**src/source/icache_geom_pkg.sv**
```systemverilog
package icache_geom_pkg;

  // core address width in bits
  localparam int XLEN = 32;

  // instruction word width
  localparam int ILEN = 32;

  // default geometry is 8 lines of 16 words
  localparam int DEF_LINES_LOG2 = 3;
  localparam int DEF_LINE_WORDS_LOG2 = 4;

  // byte offset bits inside one instruction word
  localparam int WORD_OFS_W = 2;

endpackage
```
**src/source/icache_word_counter.sv**
```systemverilog
`timescale 1ns/100ps

module icache_word_counter #(
  parameter int LINE_WORDS_LOG2 = icache_geom_pkg::DEF_LINE_WORDS_LOG2
) (
  input  logic                       clk_i,
  input  logic                       reset_i,
  input  logic                       clear_i,
  input  logic                       step_i,
  output logic [LINE_WORDS_LOG2-1:0] index_o,
  output logic                       last_o
);

  logic [LINE_WORDS_LOG2-1:0] count;

  // one step per acked word
  // wraps back to 0 after the final word of a complete line
  always_ff @(posedge clk_i) begin
    if (reset_i) begin
      count <= '0;
    end else if (clear_i) begin
      count <= '0;
    end else if (step_i) begin
      count <= count + 1'b1;
    end
  end

  assign index_o = count;

  // final word of the line is on the bus
  assign last_o = &count;

endmodule

```
**config.mk**
```make
export PLATFORM = sky130hd
export DESIGN_NAME = icache_word_counter
export DESIGN_NICKNAME = d
export VERILOG_FILES = /design/src/source/icache_geom_pkg.sv /design/src/source/icache_word_counter.sv
export SDC_FILE = /design/constraint.sdc
export NUM_CORES = 1
export LEC_CHECK = 0
export BUFFER_PORTS_ARGS = -buffer_cell sky130_fd_sc_hd__buf_4
export CAP_MARGIN = 20
export CORE_AREA = 2 2 39 41
export CTS_BUF_LIST = sky130_fd_sc_hd__clkbuf_4 sky130_fd_sc_hd__clkbuf_8
export DETAILED_ROUTE_END_ITERATION = 12
export DIE_AREA = 0 0 41 43
export PLACE_DENSITY = 0.3
export REMOVE_ABC_BUFFERS = 1
export SLEW_MARGIN = 20
export SYNTH_ARGS = -nofsm -noshare
export SYNTH_HDL_FRONTEND = slang
export SYNTH_SLANG_ARGS = --single-unit
```
**constraint.sdc**
```tcl
create_clock -name clk_i -period 1.2 [get_ports clk_i]
set_clock_uncertainty 0.1 [all_clocks]
set_input_delay 0.06 -clock clk_i [delete_from_list [all_inputs] [get_ports clk_i]]
set_output_delay 0.06 -clock clk_i [all_outputs]
set_load 0.02 [all_outputs]
```
==> flow_summary_export.csv <==
group,metric,value,unit
clock_tree,clk_path_buf_depth,2,
routing,wl,420,um
place,gp_congestion,0.625,
cells_and_area,nets,38,
pwr,pwr-share-comb,10.1,%
global_routing,grt_pass1_vias,174,
global_routing,grt_usage,7.02,%
routing,routedWlPerCell,8.94,um
worst_setup_path,cp_max_fo,3,
cells_and_area,layout_common_cells,"buf_4 (9), clkbuf_4 (3), nor2_1 (2), dfxtp_2 (2), dfxtp_1 (2)",
place,port_buffers,8,
clock_tree,numCtsBuffers,3,
cells_and_area,final_common_cell,"buf_4",
sta,final-hold-violation-count,0,
worst_setup_path,crit_required,1.04,ns
pwr,power.leakage,0.139,nW
logic_synthesis,synthCells,18,
sta,final-setup-viol-count,0,
logic_synthesis,synth_top_area_share,43.5,%
pwr,swShare,20.6,%
pwr,ir_drop,0.326,mV
pwr,p_per_area,1030,nW/um2
pwr,p_seq_share,41.4,%
logic_synthesis,yosysWarnings,0,
routing,dr.pass1.iters,1,
global_routing,antenna_found_initial,0,
clock_tree,clkTransAtPathRegs,0.04,ns
cells_and_area,drive_above_1_share,61.3,%
sta,min_period,1.16,ns
logic_synthesis,yosysTopAreaCell,"dfxtp_1",
sta,fmax,859,MHz
clock_tree,postCtsHoldBufs,0,
sta,period_share,97.1,%
routing,drc_errors,0,
global_routing,grt_max_degree,6,
cells_and_area,num_antenna_cells,0,
logic_synthesis,ys_seq_area_share,43.5,%
min_path,hold_path_class,"in -> reg",
clock_tree,cts_tree,"built",
pwr,power.switching,0.0692,mW
sta,slew_headroom,88.1,%
clock_tree,cts_root_buf,"clkbuf_4",
global_routing,grt-ovfl-total,0,
routing,via_per_inst,3.85,
floorplanning,placementRows,14,
floorplanning,die-area,1760,um2
routing,drt_iter0_drc,0,
routing,vias,181,
clock_tree,worstSkewPairLatency,0.23,ns
worst_setup_path,start_kind,"flop",
cells_and_area,largest_register_ffs,4,
pwr,total_power,0.336,mW
floorplanning,die_h,43,um
status,status,"completed",
floorplanning,core_area,1380,um2
logic_synthesis,synth_cell_types,14,
cells_and_area,area_delta_synth_final,76.9,%
sta,worst_slew_pin_slew,0.178,ns
logic_synthesis,synth_seq_cells,4,
floorplanning,dieWidth,41,um
logic_synthesis,avgSynthCellArea,10.2,um2
cells_and_area,final_core_util,23.5,%
floorplanning,num_io_pins,9,
clock_tree,clock-sinks,4,
worst_setup_path,cp-end-kind,"output port",
sta,slew_viol_final,0,
logic_synthesis,synth.area.top_cells,"dfxtp_1 (44%), ha_1 (6.8%), mux2_1 (6.1%)",
sta,setup_ws,0.0352,ns
place,pre_cts_slack,0.145,ns
worst_setup_path,cp.arrival,1.00,ns
clock_tree,cts_max_level,1,
routing,ant_nets,0,
pwr,internal-power,0.267,mW
global_routing,grt_pass1_wl,717,um
floorplanning,initial_core_util,13.3,%
job,cap_violations,0,
worst_setup_path,r2r_setup_slack,0.09,ns
worst_setup_path,crit_type,"reg -> out",
pwr,p_clk_share,48.5,%
logic_synthesis,syn-cell-area,184,um2
[worst paths after layout]
path,startpoint,to,depth (start not counted)
max reg2reg,index_o[1],index_o[3],3
max,index_o[0],last_o,3
min reg2reg,index_o[2],index_o[2],2
min,reset_i,index_o[1],3
[through the flow]
step / instances / area [um2] / TNS, ns / hold WS [ns]
2_1_floorplan: 18 / 184 / 0 / 0.0968
3_3_place_gp: 42 / 264 / 0 / 0.251
3_5_place_dp: 42 / 264 / 0 / 0.246
4_1_cts: 47 / 315 / 0 / 0.00584
5_1_grt: 47 / 325 / -0.00666 / 0.0408
6_report: 47 / 325 / 0 / 0.0235
[metal layers]
metal | track usage, % | share of wire (%)
met4 | 8.00 | 0
met1 | 8.01 | 46
met3 | 4.71 | 13
met5 | 0 | 0
met2 | 7.50 | 41
[worst max-delay path, cell delays in order (launching register included)]
cell and delay [ns]:
dfxtp_2 0.33, ha_4 0.16, and3_4 0.17, buf_6 0.12
[final cells by class]
class	count	area, um2
well taps	16	20.0
multi-input cells	14	121
repair buffers	10	78.8
flip-flops and latches	4	82.6
clock buffers	3	22.5
fillers	156	1060
[kinds of logic after synthesis]
| group | share of synthesized area, % |
|---|---|
| simple gates | 25.2 |
| flops | 43.5 |
| compound gates | 8.16 |
| mux | 11.6 |
| xor+xnor | 4.76 |
| fa+ha+maj | 6.80 |
[synthesized netlist by cell type, drive strengths merged]
cell type and number:
dfxtp 4, nand4 1, nor3b 1, mux2 1, ha 1, xnor2 1, a21oi 1, a21bo 1
nor2 2, nand3b 1, mux2i 1, and3 1, nor3 1, or2 1
[power by group through the flow]
stage	Combinational (mW)	Clock (mW)	Sequential, mW
2_1_floorplan	0.00935	0	0.143
3_3_place_gp	0.0283	0	0.141
3_5_place_dp	0.0285	0	0.141
4_1_cts	0.0339	0.175	0.138
5_1_grt	0.0377	0.187	0.139
6_report	0.0338	0.163	0.139
[timing repair]
action	in CTS	in global routing
setup endpoints to repair	1	1
resized for setup	5	1
pin swaps	0	0
gates cloned	0	0
endpoints found under the hold margin	0	0
setup buffers	2	0
Note: power is estimated with default switching activity, not from simulation.
