<file path="config.mk">
export PLATFORM = sky130hd
export DESIGN_NAME = icache_tag_store
export DESIGN_NICKNAME = d
export VERILOG_FILES = /design/src/source/icache_geom_pkg.sv /design/src/source/icache_tag_store.sv
export SDC_FILE = /design/constraint.sdc
export NUM_CORES = 1
export LEC_CHECK = 0
export BUFFER_PORTS_ARGS = -buffer_cell sky130_fd_sc_hd__buf_2
export CELL_PAD_IN_SITES_DETAIL_PLACEMENT = 0
export CELL_PAD_IN_SITES_GLOBAL_PLACEMENT = 1
export CORE_MARGIN = 1.5
export CORE_UTILIZATION = 35
export DETAILED_ROUTE_END_ITERATION = 8
export PLACE_DENSITY_LB_ADDON = 0.12
export SYNTH_ARGS = -nofsm -noshare
export SYNTH_HDL_FRONTEND = slang
export SYNTH_SLANG_ARGS = --single-unit
</file>
<file path="constraint.sdc">
create_clock -name clk_i -period 5.4 [get_ports clk_i]
set_input_delay 0 -clock clk_i [delete_from_list [all_inputs] [get_ports clk_i]]
set_output_delay 0 -clock clk_i [all_outputs]
set_load 0.02 [all_outputs]
</file>
<file path="src/source/icache_geom_pkg.sv">
package icache_geom_pkg;

  // core address width in bits
  localparam int XLEN = 32;

  // instruction word width
  localparam int ILEN = 32;

  // default geometry is 8 lines of 16 words
  localparam int DEF_LINES_LOG2 = 3;
  localparam int DEF_LINE_WORDS_LOG2 = 4;

  // byte offset bits inside one instruction word
  localparam int WORD_OFS_W = 2;

endpackage
</file>
<file path="src/source/icache_tag_store.sv">
`timescale 1ns/100ps

module icache_tag_store #(
  parameter int LINES_LOG2      = icache_geom_pkg::DEF_LINES_LOG2,
  parameter int LINE_WORDS_LOG2 = icache_geom_pkg::DEF_LINE_WORDS_LOG2
) (
  input  logic                              clk_i,
  input  logic                              reset_i,
  input  logic [icache_geom_pkg::XLEN-1:0] lookup_addr_i,
  input  logic                              commit_i,
  input  logic [icache_geom_pkg::XLEN-1:0] commit_addr_i,
  input  logic                              flush_i,
  output logic                              hit_o,
  output logic [LINES_LOG2-1:0]             hit_line_o,
  output logic [LINES_LOG2-1:0]             fill_line_o
);

  import icache_geom_pkg::*;

  localparam int LINES = 2 ** LINES_LOG2;
  localparam int TAG_W = XLEN - LINE_WORDS_LOG2 - WORD_OFS_W;

  logic [TAG_W-1:0]      tags [LINES];
  logic [LINES-1:0]      valid;
  logic [LINES_LOG2-1:0] victim;
  logic [TAG_W-1:0]      lookup_tag;
  logic [TAG_W-1:0]      commit_tag;

  // tag is everything above the word offset within the line
  assign lookup_tag = lookup_addr_i[XLEN-1 -: TAG_W];
  assign commit_tag = commit_addr_i[XLEN-1 -: TAG_W];

  // search all lines at once
  always_comb begin
    hit_o = 1'b0;
    hit_line_o = '0;
    for (int i = 0; i < LINES; i++) begin
      if (valid[i] && (tags[i] == lookup_tag)) begin
        hit_o = 1'b1;
        hit_line_o = LINES_LOG2'(i);
      end
    end
  end

  // next line to be replaced
  assign fill_line_o = victim;

  // valid bits and round-robin pointer
  always_ff @(posedge clk_i) begin
    if (reset_i || flush_i) begin
      valid <= '0;
      victim <= '0;
    end else if (commit_i) begin
      valid[victim] <= 1'b1;
      victim <= victim + 1'b1;
    end
  end

  // tag values only matter once the valid bit is set
  always_ff @(posedge clk_i) begin
    if (commit_i) begin
      tags[victim] <= commit_tag;
    end
  end

endmodule

</file>
==> impl_metrics.yaml, run 1 <==
status:
  status: "completed"
grt:
  grt_use_met1_pct: 26.18
  track_usage_pct: 18.52
  gr-total-overflow: 0
  grt_use_met3_pct: 2.386
  grt_max_degree: 28
  antenna_found_initial: 1
  grt_first_pass_wirelength_mm: 34.77
  grt.busiest_layer: "met2"
  grt_pass1_vias: 4952
  grt_util_met2_pct: 30.41
synthesis:
  syn_nets: 632
  synthCells: 563
  avgSynthCellArea_um2: 16.32
  yosysWarnings: 0
  syn-cell-area_mm2: 0.009190
  synth.yosys.seq_area_share_pct: 70.36
  yosysUniqueCellTypes: 26
  synth_top_area_cell: "edfxtp_1"
  ys_seq_elements: 219
  yosysTopAreaCellShare_pct: 67.96
  synthTopCellsByArea: "edfxtp_1 (68%), xnor2_1 (14%), xor2_1 (6.4%), nand4_1 (2.9%), dfxtp_1 (2.4%)"
layout:
  fin_util_pct: 42.14
  n_antenna_cell: 0
  instances_no_fill: 1013
  multi_input_area_mm2: 0.002594
  drive_gt1_share_pct: 16.22
  fillers: 2359
  fin_area_mm2: 0.01092
  layout_commonest_cell: "edfxtp_1"
  area_delta_synth_final_pct: 18.80
  final_nets: 730
  final_cell_mix: "edfxtp_1 (208), xnor2_1 (142), xor2_1 (67)"
  seqCellArea_mm2: 0.006466
power:
  power.leakage_nw: 3.538
  power_mw: 3.771
  irDropWorstVdd_uv: 238.9
  powerDensity_mw_per_mm2: 345.4
detailed_routing:
  routed_via_density: 4.780
  dr.pass1.iters: 4
  drtIter0Drc: 299
  remaining_drc_errors: 0
  finalWirelength_mm: 24.23
  antenna_left: 0
  num_vias: 4842
  wire_per_inst_um: 23.92
setup_path:
  r2r_start: "fill_line_o[2]"
  path_class: "flip-flop to output pin"
  crit_path_end: "hit_line_o[0]"
  r2r-end: "tags[4][1]"
  crit_fanout: 2
  critPathCaptureType: "output pin"
  cp.arrival_ps: 3010
  worstPathRequired_ps: 5400
  setup.worst_path.start: "tags[2][13]"
  cp-start-kind: "flip-flop"
  worst-r2r-setup-slack_ps: 3160
  reg2reg_depth: 3
floorplan:
  dieHeight_um: 165.0
  io_pins: 75
  die_x_um: 165.0
  start_util_pct: 35.47
  die_area_mm2: 0.02724
  core_area_mm2: 0.02591
  rows: 59
place:
  hpwlAfterDp_mm: 15.90
  place_area_mm2: 0.009812
  port_buffers: 62
  gp_congestion: 0.7414
  place_inst: 937
  place_worst_setup_slack_ps: 2855
sta:
  min_period_ps: 3010
  setup_viol: 0
  tns_ps: 0
  relSlewSlack_pct: 17.31
  hold_slack_ps: 222.9
  rsz0062_at_grt: "false"
  worst_slack_ps: 2390
  fmax_mhz: 332.2
  period_share_pct: 55.75
  slew_viol_final: 0
  finClkSkew_ps: 18.37
  hold_viol: 0
  worst_slew_pin_slew_ps: 1236
clock_tree:
  cts_root_buf: "clkbuf_16"
  path_clk_slew_ps: 60
  clock-sinks: 219
  ctsHtreeMaxLevel: 1
  cts_max_path_buffers: 3
  numCtsBuffers: 26
  cts_tree: "built"
  insertion_delay_ps: 530
  cts_resized: 0
worst_hold_path:
  hold_path_class: "input pin to flip-flop"
job:
  cap_violations: 0
synth_stat cells (all sizes together):
cell    number
edfxtp     208
xnor2      143
xor2        67
nand4       43
buf         26
nor4        20
dfxtp       11
nor3        11
o21a         8
nor2         7
nand2        4
a21bo        3
nand2b       3
nand3        2
or4          2
and2         1
ha           1
mux2i        1
o211ai       1
or4b         1
registers in the layout (all words and copies together), names as in the netlist:
name / count
tags: 208
fill_line_o: 3
valid: 8
metal layers:
metal  up-vias  share of wire [%]  routed length, µm
met5         -                  0                  0
met4         0                1.8                432
met3        29                4.2               1023
met2        94                 47              11490
met1      2454                 47              11280
li1       2265                  -                  -
layout make-up:
class                           count  area share (%)
Sequential cell                   219           59.23
Multi-Input combinational cell    318           23.76
Clock buffer                       30           6.097
Timing Repair Buffer               96           5.890
Tap cell                          335           3.839
Clock inverter                     15           1.192
logic make-up (layout without fill, tap and decap cells):
kind of cell	after synthesis	after routing	synth area share (%)
buffers and inverters	26	141	1.960
flip-flops	219	219	70.36
AND/OR/NAND/NOR	94	94	6.276
multiplexers	1	1	0.1089
XOR/XNOR	210	210	20.10
adder cells (fa/ha/maj)	1	1	0.1361
AO/OA/AOI/OAI	12	12	1.062
critical path: stages (launching register included):
cell	delay, ps
edfxtp_1	380
xnor2_1	260
nand4_1	180
nor4_1	730
nand4_1	200
a21bo_1	230
a21bo_1	190
a21bo_1	180
buf_2	150
report_power, final:
part	internal, mW	leakage [nW]	switching, mW	total [mW]
Sequential	1.88	1.98	0.00873	1.89
Combinational	0.0907	1.17	0.145	0.235
Clock	0.972	0.389	0.673	1.65
worst min-delay path by stage:
stage                  from             end  slack (ps)  cells after the start
floorplan           reset_i  fill_line_o[0]          80                      1
global placement    reset_i  fill_line_o[0]         200                      2
detailed placement  flush_i  fill_line_o[2]         220                      2
CTS                 reset_i  fill_line_o[1]         210                      3
global route        flush_i  fill_line_o[1]         210                      3
finish              reset_i  fill_line_o[1]         220                      3
timing repair:
action,4_1_cts,5_1_grt
hold buffers,31,0
setup buffers,0,0
hold endpoints to repair,211,0
(Power assumes the default switching activity.)
==> run 2: changes to the inputs <==
==> constraint.sdc (replaced) <==
create_clock -name clk_i -period 2.6 [get_ports clk_i]
set_input_delay 0 -clock clk_i [delete_from_list [all_inputs] [get_ports clk_i]]
set_output_delay 0 -clock clk_i [all_outputs]
set_load 0.02 [all_outputs]
==> run 2 against run 1 <==
  * Clock-buffer cell count increased by 9
  * Clock skew shrank 9.7 ps
  * Sequential power grew 110%
  * Clock power rose by 90%
  * Sequential share of layout area fell by 0.84 points
  * Critical path depth is 2 lower
  * First-iteration DRC count increased by 11%
  * Hold slack better by 21 ps
  * Final cell count is 1.7% higher
  * Register-to-register slack worse by 2400 ps
  * Total power grew 100%
  * Cell area up 1.4%
  * Largest cell class unchanged
==> impl_metrics.yaml, run 2 (same netlist as run 1, synthesis figures left out) <==
setup_path:
  worst-r2r-setup-slack_ps: 800
  slowest_delay_ps: 650
  setup.worst_path.start: "tags[0][9]"
  path_class: "flip-flop to output pin"
  cp-start-kind: "flip-flop"
  reg2reg_depth: 3
  cp_slowest_cell: "or4_4"
  r2r_start: "fill_line_o[0]"
  r2r-end: "tags[1][13]"
  worstPathRequired_ps: 2600
  crit_chain: "xnor2_1 -> nand4_1 -> or4_4 -> nor4_2 -> or4b_1 -> buf_2"
  crit_fanout: 1
  cp.arrival_ps: 2560
  critPathCaptureType: "output pin"
grt:
  antenna_found_initial: 0
  track_usage_pct: 18.32
  grt_max_degree: 28
  grt_pass1_vias: 4949
  grt_first_pass_wirelength_mm: 34.34
  gr-total-overflow: 0
sta:
  period_share_pct: 98.51
  finClkSkew_ps: 8.654
  hold_slack_ps: 244.2
  worst_slack_ps: 38.78
  slew_viol_final: 0
  setup_viol: 0
  fmax_mhz: 390.4
  min_period_ps: 2561
  worst_slew_pin_slew_ps: 571.4
  hold_viol: 0
  rsz0062_at_grt: "true"
  relSlewSlack_pct: 61.56
clock_tree:
  clock-sinks: 219
  cts_root_buf: "clkbuf_16"
  path_clk_slew_ps: 60
  ctsHtreeMaxLevel: 1
  cts_max_path_buffers: 3
  insertion_delay_ps: 510
  post_cts.repair.setup_buffers: 0
  numCtsBuffers: 25
  cts_tree: "built"
detailed_routing:
  dr.pass1.iters: 4
  remaining_drc_errors: 0
  drtIter0Drc: 331
  finalWirelength_mm: 24.14
  antenna_left: 0
  wire_per_inst_um: 23.44
  routed_via_density: 4.827
  num_vias: 4972
worst_hold_path:
  whs_path_depth: 3
  holdCritStartpoint: "reset_i"
  holdPathEnd: "fill_line_o[2]"
  hold_path_class: "input pin to flip-flop"
status:
  status: "completed"
floorplan:
  die_x_um: 165.0
  start_util_pct: 35.47
  rows: 59
  dieHeight_um: 165.0
  die_area_mm2: 0.02724
  io_pins: 75
  core_area_mm2: 0.02591
layout:
  final_cell_mix: "edfxtp_1 (208), xnor2_1 (138), xor2_1 (67)"
  n_antenna_cell: 0
  largest_reg_flops: 208
  fin_area_mm2: 0.01107
  layout_commonest_cell: "edfxtp_1"
  area_delta_synth_final_pct: 20.50
  drive_gt1_share_pct: 19.28
  fillers: 2341
  final_nets: 748
  top_register: "tags"
place:
  place_worst_setup_slack_ps: 354.3
  place_area_mm2: 0.009975
  port_buffers: 62
  gp_congestion: 0.7763
  hpwlAfterDp_mm: 16.45
power:
  powerDensity_mw_per_mm2: 684.0
  power.leakage_nw: 3.631
  irDropWorstVdd_uv: 471.3
job:
  cap_violations: 0
==> run 2: cell types whose count changed in the layout (fill, tap and decap cells not counted), sizes merged <==
| cell | previous run | this run |
|---|---|---|
| buf | 65 | 84 |
| clkbuf | 30 | 39 |
| clkinv | 12 | 4 |
| bufinv | 2 | 0 |
| inv | 1 | 0 |
==> run 2: layout make-up <==
type | instances | area [µm²] | share of cell area [%]
clock inverter | 4 | 17.52 | 0.1582
multi-input combinational | 318 | 2666 | 24.08
tap | 335 | 419.2 | 3.785
sequential | 219 | 6466 | 58.39
timing repair buffer | 115 | 807.0 | 7.287
clock buffer | 39 | 698.2 | 6.304
==> run 2: how the worst max path moves through the flow <==
stage	endpoint	slack, ps	cells past startpoint
floorplan	tags[3][0]	340	2
global placement	hit_line_o[0]	380	8
detailed placement	hit_line_o[0]	350	8
CTS	hit_line_o[0]	3	9
global route	hit_line_o[0]	-100	9
finish	hit_o	40	6
==> run 2: power breakdown <==
group	total (mW)	internal [mW]	switching, mW
Sequential	3.93	3.91	0.0183
Clock	3.14	1.82	1.32
Combinational	0.506	0.203	0.304
Total	7.57	5.93	1.64
==> run 2: metrics by stage <==
step	setup TNS (ps)	cells	util [%]	power (mW)
after floorplan	0	563	-	4.271
after global placement	0	956	38.50	4.473
after detailed placement	0	956	38.50	4.479
after CTS	0	1030	42.66	7.667
after global routing	-196.8	1030	42.74	7.848
final	0	1030	42.74	7.575
==> run 2: critical path: cells and delay by family, from the launching register on <==
family        cells  cell delay, ps
simple gates      4            1360
flops             1             370
buf+inv           1             160
xor+xnor          1             150
==> run 2: per-layer routing <==
layer	GRT usage [%]	share of wire [%]	vias up
met5	0	0	-
met4	4.464	2.1	0
met3	3.039	4.8	28
met2	29.57	48	126
met1	25.74	46	2527
li1	-	-	2291
==> run 2: repair_timing <==
action                                  CTS  global route
pin swaps                                 6             7
hold buffers                             31             0
gates resized for setup                   9             4
endpoints found under the setup margin    2             4
gates cloned                              0             0
endpoints found under the hold margin   219             0
==> run 3: changes to the inputs <==
==> constraint.sdc (replaced) <==
create_clock -name clk_i -period 2.5 [get_ports clk_i]
set_input_delay 0 -clock clk_i [delete_from_list [all_inputs] [get_ports clk_i]]
set_output_delay 0 -clock clk_i [all_outputs]
set_load 0.02 [all_outputs]
==> run 3 against run 2 <==
  * The run now ends with setup timing left
  * Clock-buffer cell count decreased by 9
  * Critical path type unchanged
  * Via count increased by 0.40%
  * Die area unchanged
  * Utilization increased by 0.26 points
  * Critical endpoint is now hit_line_o[0]
  * Register-to-register slack got worse by 20 ps
  * Worst setup slack got worse by 120 ps
  * Critical path depth increased by 3
  * Total power increased by 6.4%
  * Highest routed layer unchanged
  * Global-route usage increased by 0.28 points
  * Hold slack improved by 3.0 ps
  * Sequential power increased by 4%
==> impl_metrics.yaml, run 3 (same netlist as run 1, synthesis figures left out) <==
sta:
  fmax_mhz: 387.0
  tns_ps: -84.08
  min_period_ps: 2584
  finClkSkew_ps: 8.230
  hold_slack_ps: 247.2
  hold_viol: 0
  relSlewSlack_pct: 57.59
  setup_viol: 1
  worst_slack_ps: -84.08
  worst_slew_pin_slew_ps: 630.4
  slew_viol_final: 0
  period_share_pct: 103.4
  rsz0062_at_grt: "true"
grt:
  grt_max_degree: 28
  grt_first_pass_wirelength_mm: 35.21
  grt_pass1_vias: 5121
  track_usage_pct: 18.60
  antenna_found_initial: 0
  gr-total-overflow: 0
detailed_routing:
  wl_met2_mm: 11.78
  remaining_drc_errors: 0
  antenna_left: 0
  finalWirelength_mm: 24.36
  routed_via_density: 4.819
  routedLengthMet1_mm: 11.19
  drtIter0Drc: 328
  wire_per_inst_um: 23.51
  dr.pass1.iters: 4
  route.met3.wl_mm: 1.096
  num_vias: 4992
  highest_layer: "met4"
power:
  p_sw_mw: 1.749
  p_clk_share_pct: 42.7
  power_mw: 8.056
  combPwrFrac_pct: 6.6
  sw_frac_of_total_pct: 21.71
  p_int_mw: 6.307
  sequentialPowerShare_pct: 50.7
  irDropWorstVdd_uv: 416.4
  powerDensity_mw_per_mm2: 723.0
  power.leakage_nw: 3.672
clock_tree:
  numCtsBuffers: 25
  insertion_delay_ps: 510
  post_cts.repair.setup_buffers: 0
  clock-sinks: 219
  cts_max_path_buffers: 3
  ctsHtreeMaxLevel: 1
  cts_tree: "built"
  cts_root_buf: "clkbuf_16"
  path_clk_slew_ps: 60
place:
  port_buffers: 62
  gp_congestion: 0.7587
  place_worst_setup_slack_ps: 206.0
  hpwlAfterDp_mm: 16.62
layout:
  area_delta_synth_final_pct: 21.24
  drive_gt1_share_pct: 19.97
  layout_commonest_cell: "edfxtp_1"
  final_nets: 754
  n_antenna_cell: 0
  top_register: "tags"
  largest_reg_flops: 208
  final_cell_mix: "edfxtp_1 (208), xnor2_1 (140), xor2_1 (67)"
setup_path:
  setup.worst_path.start: "tags[2][13]"
  path_class: "flip-flop to output pin"
  worstPathRequired_ps: 2500
  r2r_start: "fill_line_o[0]"
  cp.arrival_ps: 2580
  critPathCaptureType: "output pin"
  cp-start-kind: "flip-flop"
  crit_fanout: 2
worst_hold_path:
  hold_path_class: "input pin to flip-flop"
  holdCritStartpoint: "flush_i"
floorplan:
  die_x_um: 165.0
  io_pins: 75
  dieHeight_um: 165.0
  rows: 59
  core_area_mm2: 0.02591
  start_util_pct: 35.47
  die_area_mm2: 0.02724
status:
  violations: "setup timing"
  status: "complete, but fails checks"
job:
  cap_violations: 0
## run 3: worst paths after layout
path / to / slack [ps] / cells after the start
worst max-delay path: hit_line_o[0] / -80 / 9
worst min-delay path: fill_line_o[1] / 250 / 3
worst max register to register: fill_line_o[2] / 780 / 5
worst min register to register: valid[5] / 460 / 1
## run 3: through the flow
stage	std cells	util [%]	area [µm²]
final	1036	43.00	11140
after global routing	1036	43.00	11140
after CTS	1036	42.97	11130
after detailed placement	962	38.67	10020
after global placement	962	38.67	10020
after floorplan	563	-	9200
## run 3: power by group through the flow
stage,logic (mW),clock network (mW),registers (mW)
after floorplan,0.282,0,4.16
after global placement,0.503,0,4.16
after detailed placement,0.505,0,4.16
after CTS,0.549,3.53,4.08
after global routing,0.580,3.66,4.08
final,0.533,3.44,4.08
## run 3: final cells by class
type | count | area [µm²]
clock inverter | 13 | 112.6
fill | 2308 | 14770
clock buffer | 30 | 644.4
sequential | 219 | 6466
tap | 335 | 419.2
timing repair buffer | 121 | 848.3
multi-input combinational | 318 | 2651
## run 3: what timing repair did
item | CTS | global route
resized for setup | 8 | 2
hold buffers | 31 | 0
pin swaps | 8 | 0
setup endpoints to repair | 3 | 4
hold endpoints to repair | 219 | 0
## run 3: routing by layer
layer | track usage, % | vias to the layer above
met2 | 30.75 | 127
met1 | 26.50 | 2524
met4 | 3.563 | 0
met5 | 0 | -
met3 | 2.160 | 26
li1 | - | 2315
## run 3: worst max-delay path, cell delays in order (launching register included)
cell and delay, ps:
edfxtp_1 400, xnor2_2 170, nand4_1 180, nor4_2 310, buf_4 180, nand4_1 90, a21bo_1 200, a21bo_1 180
a21bo_1 190, buf_2 160
