**config.mk**
```make
export PLATFORM = sky130hd
export DESIGN_NAME = icache_fill_fsm
export DESIGN_NICKNAME = d
export VERILOG_FILES = /design/src/source/icache_geom_pkg.sv /design/src/source/wb_bus_pkg.sv /design/src/source/icache_fill_fsm.sv
export SDC_FILE = /design/constraint.sdc
export NUM_CORES = 1
export LEC_CHECK = 0
export ABC_AREA = 1
export BUFFER_PORTS_ARGS = -buffer_cell sky130_fd_sc_hd__buf_2
export CORE_MARGIN = 3
export CORE_UTILIZATION = 30
export DETAILED_ROUTE_END_ITERATION = 16
export HOLD_SLACK_MARGIN = 0.03
export PLACE_DENSITY = 0.65
export SLEW_MARGIN = 10
export SYNTH_ARGS = -nofsm -noshare
export SYNTH_HDL_FRONTEND = slang
export SYNTH_SLANG_ARGS = --single-unit
export TNS_END_PERCENT = 100
```
**constraint.sdc**
```tcl
create_clock -name clk_i -period 5.8 [get_ports clk_i]
set_clock_uncertainty 0.15 [all_clocks]
set_input_delay 0.29 -clock clk_i [delete_from_list [all_inputs] [get_ports clk_i]]
set_output_delay 0.29 -clock clk_i [all_outputs]
set_load 0.01 [all_outputs]
```
**src/source/icache_geom_pkg.sv**
```systemverilog
package icache_geom_pkg;

  // core address width in bits
  localparam int XLEN = 32;

  // instruction word width
  localparam int ILEN = 32;

  // default geometry is 8 lines of 16 words
  localparam int DEF_LINES_LOG2 = 3;
  localparam int DEF_LINE_WORDS_LOG2 = 4;

  // byte offset bits inside one instruction word
  localparam int WORD_OFS_W = 2;

endpackage
```
**src/source/wb_bus_pkg.sv**
```systemverilog
package wb_bus_pkg;

  // word address, the byte offset is not carried on the bus
  localparam int WB_ADR_W = icache_geom_pkg::XLEN - icache_geom_pkg::WORD_OFS_W;

  // full words only
  localparam int WB_DAT_W = 32;

endpackage

```
**src/source/icache_fill_fsm.sv**
```systemverilog
`timescale 1ns/100ps

module icache_fill_fsm #(
  parameter int LINES_LOG2      = icache_geom_pkg::DEF_LINES_LOG2,
  parameter int LINE_WORDS_LOG2 = icache_geom_pkg::DEF_LINE_WORDS_LOG2
) (
  input  logic                                  clk_i,
  input  logic                                  reset_i,
  input  logic                                  fetch_req_i,
  input  logic [icache_geom_pkg::XLEN-1:0]      fetch_addr_i,
  input  logic                                  flush_i,
  output logic                                  busy_o,
  output logic                                  instr_valid_o,
  output logic                                  fetch_err_o,
  output logic [icache_geom_pkg::XLEN-1:0]      lookup_addr_o,
  output logic                                  commit_o,
  output logic [icache_geom_pkg::XLEN-1:0]      commit_addr_o,
  input  logic                                  hit_i,
  input  logic [LINES_LOG2-1:0]                 hit_line_i,
  input  logic [LINES_LOG2-1:0]                 fill_line_i,
  output logic                                  count_clear_o,
  output logic                                  count_step_o,
  input  logic [LINE_WORDS_LOG2-1:0]            word_idx_i,
  input  logic                                  last_word_i,
  output logic [LINES_LOG2+LINE_WORDS_LOG2-1:0] ram_rd_addr_o,
  output logic                                  ram_wr_en_o,
  output logic [LINES_LOG2+LINE_WORDS_LOG2-1:0] ram_wr_addr_o,
  input  logic                                  bus_gnt_i,
  input  logic                                  wb_ack_i,
  input  logic                                  wb_err_i,
  output logic                                  bus_req_o,
  output logic                                  wb_cyc_o,
  output logic                                  wb_stb_o,
  output logic [wb_bus_pkg::WB_ADR_W-1:0]       wb_adr_o
);

  import icache_geom_pkg::*;

  localparam int TAG_W = XLEN - LINE_WORDS_LOG2 - WORD_OFS_W;

  typedef enum logic [2:0] {
    IDLE,
    ARB,
    READ,
    COMMIT,
    REPLAY,
    ERROR
  } state_t;

  state_t                     state_q;
  state_t                     state_d;
  logic [XLEN-1:0]            work_addr;
  logic [TAG_W-1:0]           work_tag;
  logic [LINE_WORDS_LOG2-1:0] lookup_word;
  logic                       ready;
  logic                       accept;
  logic                       miss;
  logic                       instr_valid_q;

  // ERROR lasts one cycle and takes requests like IDLE
  assign ready = (state_q == IDLE) || (state_q == ERROR);
  assign busy_o = !ready;
  assign accept = ready && fetch_req_i && !flush_i;
  assign miss = accept && !hit_i;

  // lookup follows the core until a miss, then holds the missed address
  assign lookup_addr_o = ready ? fetch_addr_i : work_addr;
  assign lookup_word = lookup_addr_o[LINE_WORDS_LOG2+WORD_OFS_W-1:WORD_OFS_W];
  assign ram_rd_addr_o = {hit_line_i, lookup_word};

  // burst address is line base plus acked word count
  assign work_tag = work_addr[XLEN-1 -: TAG_W];
  assign wb_adr_o = {work_tag, word_idx_i};

  assign bus_req_o = (state_q == ARB) || (state_q == READ);
  assign wb_cyc_o = (state_q == READ);
  assign wb_stb_o = (state_q == READ);

  // acked words land in the victim line
  assign ram_wr_en_o = wb_cyc_o && wb_ack_i;
  assign ram_wr_addr_o = {fill_line_i, word_idx_i};
  assign count_step_o = ram_wr_en_o;
  assign count_clear_o = miss || (state_q == ERROR);

  assign commit_o = (state_q == COMMIT);
  assign commit_addr_o = work_addr;
  assign fetch_err_o = (state_q == ERROR);
  assign instr_valid_o = instr_valid_q;

  always_comb begin
    state_d = state_q;
    case (state_q)
      IDLE, ERROR: begin
        state_d = miss ? ARB : IDLE;
      end
      ARB: begin
        if (bus_gnt_i) begin
          state_d = READ;
        end
      end
      READ: begin
        if (wb_err_i) begin
          state_d = ERROR;
        end else if (wb_ack_i && last_word_i) begin
          state_d = COMMIT;
        end
      end
      // tag written at the end of COMMIT, so REPLAY looks it up like a hit
      COMMIT: state_d = REPLAY;
      REPLAY: state_d = IDLE;
      default: state_d = IDLE;
    endcase
  end

  always_ff @(posedge clk_i) begin
    if (reset_i) begin
      state_q <= IDLE;
      instr_valid_q <= 1'b0;
    end else begin
      state_q <= state_d;
      // ram read data is valid one cycle after a hit or the replay
      instr_valid_q <= (accept && hit_i) || (state_q == REPLAY);
    end
  end

  // missed address held for the whole fill
  always_ff @(posedge clk_i) begin
    if (miss) begin
      work_addr <= fetch_addr_i;
    end
  end

endmodule

```
==> results of run 1 <==
[final timing paths]
kind | startpoint | to | slack (ps) | cells after the start
max | state_q[1] | commit_addr_o[25] | 3370 | 5
min | fetch_addr_i[3] | commit_addr_o[3] | 50 | 1
max reg2reg | state_q[1] | commit_addr_o[25] | 3370 | 5
min reg2reg | state_q[2] | instr_valid_o | 400 | 2
[layer usage]
metal | up-vias | GRT usage, % | part of all wire (%) | wire [um]
met5 | - | 0 | 0.35 | 16
met4 | 2 | 2.65 | 0.98 | 45
met3 | 9 | 4.82 | 12 | 552
met2 | 95 | 19.5 | 47 | 2160
met1 | 737 | 13.1 | 40 | 1820
li1 | 863 | - | - | -
[cell usage after synthesis]
cell type and instances:
edfxtp_1 32, nand2_2 1, or2_1 1, nor2_1 7, nand2_1 103, inv_2 2
and3_1 1, nor3_1 1, inv_4 1, o21ai_2 1, nand4_1 1, buf_6 2
a21oi_1 2, inv_1 7, o21ai_0 2, nand2_4 1, buf_4 50, dfxtp_1 4
nand3_1 4
[registers in the layout, indices dropped and copies added, names as in the netlist]
register and flops:
commit_addr_o 32, state_q 3, instr_valid_o 1
[per-stage QoR]
stage / std cells / power (mW) / hold WS [ps] / util (%) / worst slack, ps
4_1_cts: 398 / 0.661 / 37.0 / 40.2 / 3490
3_3_place_gp: 390 / 0.491 / 333 / 38.9 / 3660
5_1_grt: 401 / 0.696 / 30.3 / 40.7 / 3150
6_report: 401 / 0.651 / 47.0 / 40.7 / 3370
3_5_place_dp: 390 / 0.493 / 333 / 38.9 / 3540
2_1_floorplan: 223 / 0.441 / 209 / - / 3930
[worst max-delay path, delay by kind of cell (launching register included)]
kind | cells | cell delay, ps
buffers and inverters | 2 | 940
DFF | 1 | 390
and+or+nand+nor | 3 | 360
[area by class of cell]
class / instances / area share, %
Tap cell: 75 / 3.74
Timing Repair Buffer: 147 / 29.9
Clock buffer: 8 / 3.19
Sequential cell: 36 / 41.5
Multi-Input combinational cell: 125 / 20.0
Inverter: 10 / 1.60
[cells by family (layout without fill, tap and decap cells)]
kind of cell / Yosys count / count (layout) / share of synthesized area (%)
AND/OR/NAND/NOR: 120 / 120 / 23.9
buffers and inverters: 62 / 165 / 22.1
flip-flops: 36 / 36 / 52.5
AO/OA/AOI/OAI: 5 / 5 / 1.45
[power by group]
group	total [mW]	switching (mW)	internal (mW)	leakage [nW]
Clock	0.165	0.0795	0.0852	0.0395
Sequential	0.301	0.00654	0.294	0.325
Combinational	0.185	0.114	0.0712	0.980
Total	0.651	0.200	0.451	1.34
==> impl_metrics.ini, run 1 <==
[clock_network]
cts-root-buf = clkbuf_8
cts_buffers = 5
cts_resized = 0
cts_buffer_depth = 2
hold_buffers = 0
htreeDepth = 2
clkTransAtPathRegs_ps = 70
clock_sinks = 36
cts_tree = done
clock_latency_ps = 270
post-cts-setup-buffers = 0

[finish]
multiInputGateArea_um2 = 503
layout.nets = 376
fin_area_um2 = 2510
layout_commonest_cell = buf_2
area_growth_pct = 26.6
drive_above_1_share_pct = 47.5
seqCellArea_um2 = 1040
insertedDiodeCount = 0
fillers = 661
final_cell_mix = buf_2, nand2_1, edfxtp_1, nor2_1, inv_1

[min_path]
hold_class = in -> reg

[worst_setup_path]
path_cells = inv_2 -> nand2_1 -> nand2_2 -> nand4_1 -> clkinv_1
start_kind = register
slowest_stage = clkinv_1
end_kind = register
critical_path_class = reg -> reg
path_max_fanout = 32
cp.arrival_ps = 1970
critPathMaxStageDelay_ps = 870
crit_required_ps = 5340

[yosys]
synth.top_cell.area_share_pct = 48.5
yosys_warnings = 0
synth_area_leaders = edfxtp_1, nand2_1, buf_4
syn_avg_cell_area_um2 = 8.89
ys_types = 19
syn_inst = 223
ys_seq_elements = 36
synth.cell_area_um2 = 1980
synth_area_leader_cell = edfxtp_1
syn_nets = 274
seq_area_frac_synth_pct = 52.5

[sta]
finalMaxSlewViolations = 0
setup_tns_ps = 0
maxSlewHeadroom_pct = 26.5
worstMarginPinSlew_ps = 1100
rsz0062_at_grt = no
fmax_mhz = 411
hold_violations = 0
min_period_ps = 2430
final.period_utilization_pct = 42.0
finalSetupViolations = 0

[global_route]
antenna_found_initial = 1
grt-ovfl-total = 0
grt_pass1_wl_um = 6910
grt_pass1_vias = 1485
grt_max_degree = 35
gr-usage-all-layers_pct = 11.4

[place]
place_area_um2 = 2400
place.port_buffers = 144
gp_congestion = 0.745
hpwlAfterDp_um = 3490

[routing]
detail_route.iter0.violations = 49
via_per_inst = 4.25
drtPass1Iterations = 4
ant_nets = 0
routed-via-count = 1706
drt-total-wl_um = 4590
route.detailed.drc = 0
wl_per_cell_um = 11.5

[floorplan]
die_h_um = 87.3
initial_core_util_pct = 32.1
io_pins = 169
die_area_um2 = 7620
die_x_um = 87.3
core-area_um2 = 6170
row_count = 28

[job]
drv_cap = 0

[pwr]
p_per_area_nw_per_um2 = 259
power.leakage_nw = 1.34
peakVddDrop_uv = 116

[run_status]
status = finished, final reports clean
Power figures use the tool's default switching activity.
==> run 2, diff against run 1 <==
==> constraint.sdc (replaced) <==
create_clock -name clk_i -period 2.5 [get_ports clk_i]
set_clock_uncertainty 0.15 [all_clocks]
set_input_delay 0.125 -clock clk_i [delete_from_list [all_inputs] [get_ports clk_i]]
set_output_delay 0.125 -clock clk_i [all_outputs]
set_load 0.01 [all_outputs]
==> impl_metrics.ini, run 2 (synthesis gave the netlist of run 1 again) <==
[routing]
wl_per_cell_um = 11.8
wl_met1_um = 2010
wl_met2_um = 2560
met3WireLength_um = 522
detail_route.iter0.violations = 49
routed-via-count = 1853
ant_nets = 0
route.detailed.drc = 0
drtPass1Iterations = 4
via_per_inst = 4.25
dr.max_layer_used = met4
drt-total-wl_um = 5120

[sta]
maxSlewHeadroom_pct = 74.4
min_period_ps = 2230
setup_tns_ps = 0
finalSetupViolations = 0
hold_violations = 0
setup_slack_ps = 266
fmax_mhz = 448
rsz0062_at_grt = no
worstMarginPinSlew_ps = 383
hold_ws_ps = 41.4
finalMaxSlewViolations = 0
final.period_utilization_pct = 89.4

[finish]
layout_commonest_cell = buf_2
fillers = 596
layout.nets = 412
final_cell_mix = buf_2, nand2_1, dlygate4sd3_1, edfxtp_1
final_cells = 436
area_growth_pct = 44.4
largest_register_ff_count = 32
insertedDiodeCount = 0
drive_above_1_share_pct = 43.8

[place]
placedCellCount = 392
gp_congestion = 0.706
dp_slack_ps = 724
place.port_buffers = 144
hpwlAfterDp_um = 3580

[clock_network]
cts-root-buf = clkbuf_8
clock_sinks = 36
cts_tree = done
cts_resized = 0
cts_buffers = 5
clkTransAtPathRegs_ps = 60
post-cts-setup-buffers = 0
clock_latency_ps = 270
htreeDepth = 2
cts_buffer_depth = 2

[global_route]
antenna_found_initial = 0
gr-usage-all-layers_pct = 12.9
grt_pass1_vias = 1697
grt-ovfl-total = 0
grt_pass1_wl_um = 7800
grt_max_degree = 35

[run_status]
status = finished, final reports clean

[pwr]
power.leakage_nw = 1.51
p_per_area_nw_per_um2 = 542
peakVddDrop_uv = 220
p_total_mw = 1.55

[worst_setup_path]
r2r.worst_path.cells = 8
cp.arrival_ps = 2290
critPathMaxStageDelay_ps = 590
critical_path_class = reg -> reg
path_max_fanout = 34
end_kind = register
path_cells = inv_2 -> nand2_1 -> nand2_2 -> nand2_4 -> inv_4 -> nand3_1 -> dlygate4sd3_1 -> a21oi_1
slowest_stage = dlygate4sd3_1
start_kind = register
crit_required_ps = 2560

[job]
drv_cap = 0

[min_path]
hold_class = in -> reg
hold-path-cell-count = 3

[floorplan]
die_area_um2 = 7620
core-area_um2 = 6170
io_pins = 169
row_count = 28
die_h_um = 87.3
die_x_um = 87.3
initial_core_util_pct = 32.1
## run 2: layout make-up
| class | count | area, um^2 | share of cell area [%] |
|---|---|---|---|
| inverters | 10 | 40.0 | 1.40 |
| flip-flops and latches | 36 | 1040 | 36.4 |
| well taps | 75 | 93.8 | 3.28 |
| repair buffers | 183 | 1110 | 38.7 |
| multi-input cells | 125 | 503 | 17.6 |
| clock inverters | 1 | 5.00 | 0.175 |
| clock buffers | 6 | 72.6 | 2.54 |
## run 2: worst paths after layout
| kind | slack [ps] | startpoint | endpoint |
|---|---|---|---|
| worst max-delay path | 270 | state_q[1] | instr_valid_o |
| worst min-delay path | 40 | bus_gnt_i | state_q[1] |
| worst max register to register | 270 | state_q[1] | instr_valid_o |
| worst min register to register | 390 | state_q[2] | instr_valid_o |
## run 2: critical path, delay by kind of cell, from the launching register on
kind                   cells  cell delay (ps)
AOI/OAI and AO/OA          1              120
buffers and inverters      3             1030
DFF                        1              330
and+or+nand+nor            4              510
## run 2: what timing repair did
item / CTS / global route
setup endpoints to repair: 0 / 0
hold endpoints to repair: 35 / 0
hold buffers: 37 / 0
## run 2: power breakdown
group          internal (mW)  switching (mW)  total (mW)
clock                  0.189           0.188       0.377
combinational          0.202           0.276       0.478
sequential             0.682          0.0149       0.697
## run 2: metal layers
metal | vias up | track usage [%]
li1 | 932 | -
met1 | 819 | 14.4
met2 | 96 | 23.6
met3 | 6 | 4.26
met4 | 0 | 3.07
met5 | - | 0
## run 2: through the flow
stage          cell area [um^2]  utilization [%]
2_1_floorplan              1980                -
3_3_place_gp               2410             39.1
3_5_place_dp               2410             39.1
4_1_cts                    2860             46.4
5_1_grt                    2860             46.4
6_report                   2860             46.4
==> run 3, diff against run 2 <==
==> constraint.sdc (replaced) <==
create_clock -name clk_i -period 2.5 [get_ports clk_i]
set_clock_uncertainty 0.15 [all_clocks]
set_input_delay 0.25 -clock clk_i [delete_from_list [all_inputs] [get_ports clk_i]]
set_output_delay 0.25 -clock clk_i [all_outputs]
set_load 0.01 [all_outputs]
==> impl_metrics.ini, run 3 (synthesis gave the netlist of run 1 again) <==
[run_status]
status = finished, final reports clean

[finish]
final_cell_mix = buf_2, nand2_1, dlygate4sd3_1, edfxtp_1
fillers = 602
largest_register_ff_count = 32
drive_above_1_share_pct = 44.3
insertedDiodeCount = 0
layout.nets = 408
area_growth_pct = 42.4
multiInputGateArea_um2 = 503
seqCellArea_um2 = 1040
layout_commonest_cell = buf_2

[floorplan]
initial_core_util_pct = 32.1
die_h_um = 87.3
die_area_um2 = 7620
core-area_um2 = 6170
io_pins = 169
die_x_um = 87.3
row_count = 28

[worst_setup_path]
reg2reg_slack_ps = 800
path_max_fanout = 34
slowest_stage = inv_4
end_kind = output pin
critical_path_class = reg -> out
critPathMaxStageDelay_ps = 360
cp.arrival_ps = 1790
path_cells = inv_2 -> nand2_1 -> nand2_2 -> nand2_4 -> inv_4 -> nand2_1 -> nand2_1 -> buf_2
start_kind = register
cpMostUsedCell = nand2_1
crit_required_ps = 2100

[clock_network]
clock_sinks = 36
cts_resized = 0
post-cts-setup-buffers = 0
cts-root-buf = clkbuf_8
clkTransAtPathRegs_ps = 60
htreeDepth = 2
cts_buffers = 5
hold_buffers = 33
cts_buffer_depth = 2
cts_tree = done
clock_latency_ps = 270

[pwr]
power.leakage_nw = 1.49
peakVddDrop_uv = 220
p_per_area_nw_per_um2 = 549

[global_route]
met1_usage_pct = 14.1
grt_pass1_wl_um = 7760
busiest_layer = met2
met2_usage_pct = 23.7
antenna_found_initial = 0
grt_pass1_vias = 1673
grt-ovfl-total = 0
grt_max_degree = 35
met3_usage_pct = 4.45
gr-usage-all-layers_pct = 12.9

[job]
drv_cap = 0

[sta]
finalMaxSlewViolations = 0
worstMarginPinSlew_ps = 383
maxSlewHeadroom_pct = 74.4
rsz0062_at_grt = no
setup_tns_ps = 0
final.period_utilization_pct = 87.6
min_period_ps = 2190
finalSetupViolations = 0
hold_ws_ps = 93.1
hold_violations = 0
fmax_mhz = 457

[routing]
routed-via-count = 1836
wl_per_cell_um = 11.9
via_per_inst = 4.25
drtPass1Iterations = 4
drt-total-wl_um = 5140
ant_nets = 0
detail_route.iter0.violations = 47
route.detailed.drc = 0

[place]
place.port_buffers = 144
gp_congestion = 0.706
hpwlAfterDp_um = 3580

[min_path]
hold_class = in -> reg
## run 3: cell count changes in the layout (fill, tap and decap cells not counted), sizes merged
cell / previous run / this run
dlygate4sd3: 37 / 33
## run 3: stage by stage
stage	power, mW	cell area, um^2	setup WS, ps	utilization [%]	std cells
after detailed placement	1.15	2410	599	39.1	392
final	1.55	2820	310	45.8	432
after floorplan	1.02	1980	627	-	223
after global placement	1.14	2410	648	39.1	392
after global routing	1.65	2820	122	45.8	432
after CTS	1.57	2820	284	45.8	432
## run 3: area by class of cell
cell class,instances,area share [%]
Sequential cell,36,36.9
Inverter,10,1.42
Tap cell,75,3.33
Timing Repair Buffer,179,37.8
Clock inverter,1,0.177
Clock buffer,6,2.57
Multi-Input combinational cell,125,17.8
## run 3: power breakdown
group / switching (mW) / internal (mW) / total (mW)
logic: 0.276 / 0.198 / 0.474
clock network: 0.189 / 0.189 / 0.378
registers: 0.0150 / 0.682 / 0.697
## run 3: final timing paths
check	start	end	cells past startpoint
max	state_q[1]	ram_rd_addr_o[0]	8
min	wb_err_i	state_q[2]	3
max reg2reg	state_q[1]	instr_valid_o	7
min reg2reg	state_q[2]	instr_valid_o	2
## run 3: metal layers
layer / wire (um) / vias to the layer above
met1: 1990 / 809
met4: 29 / 0
met3: 535 / 6
met5: 0 / -
li1: - / 925
met2: 2590 / 96
## run 3: worst max-delay path: cells and delay by family (launching register included)
family	cells	cell delay, ps
buffers and inverters	3	580
flip-flops	1	330
AND/OR/NAND/NOR	5	590
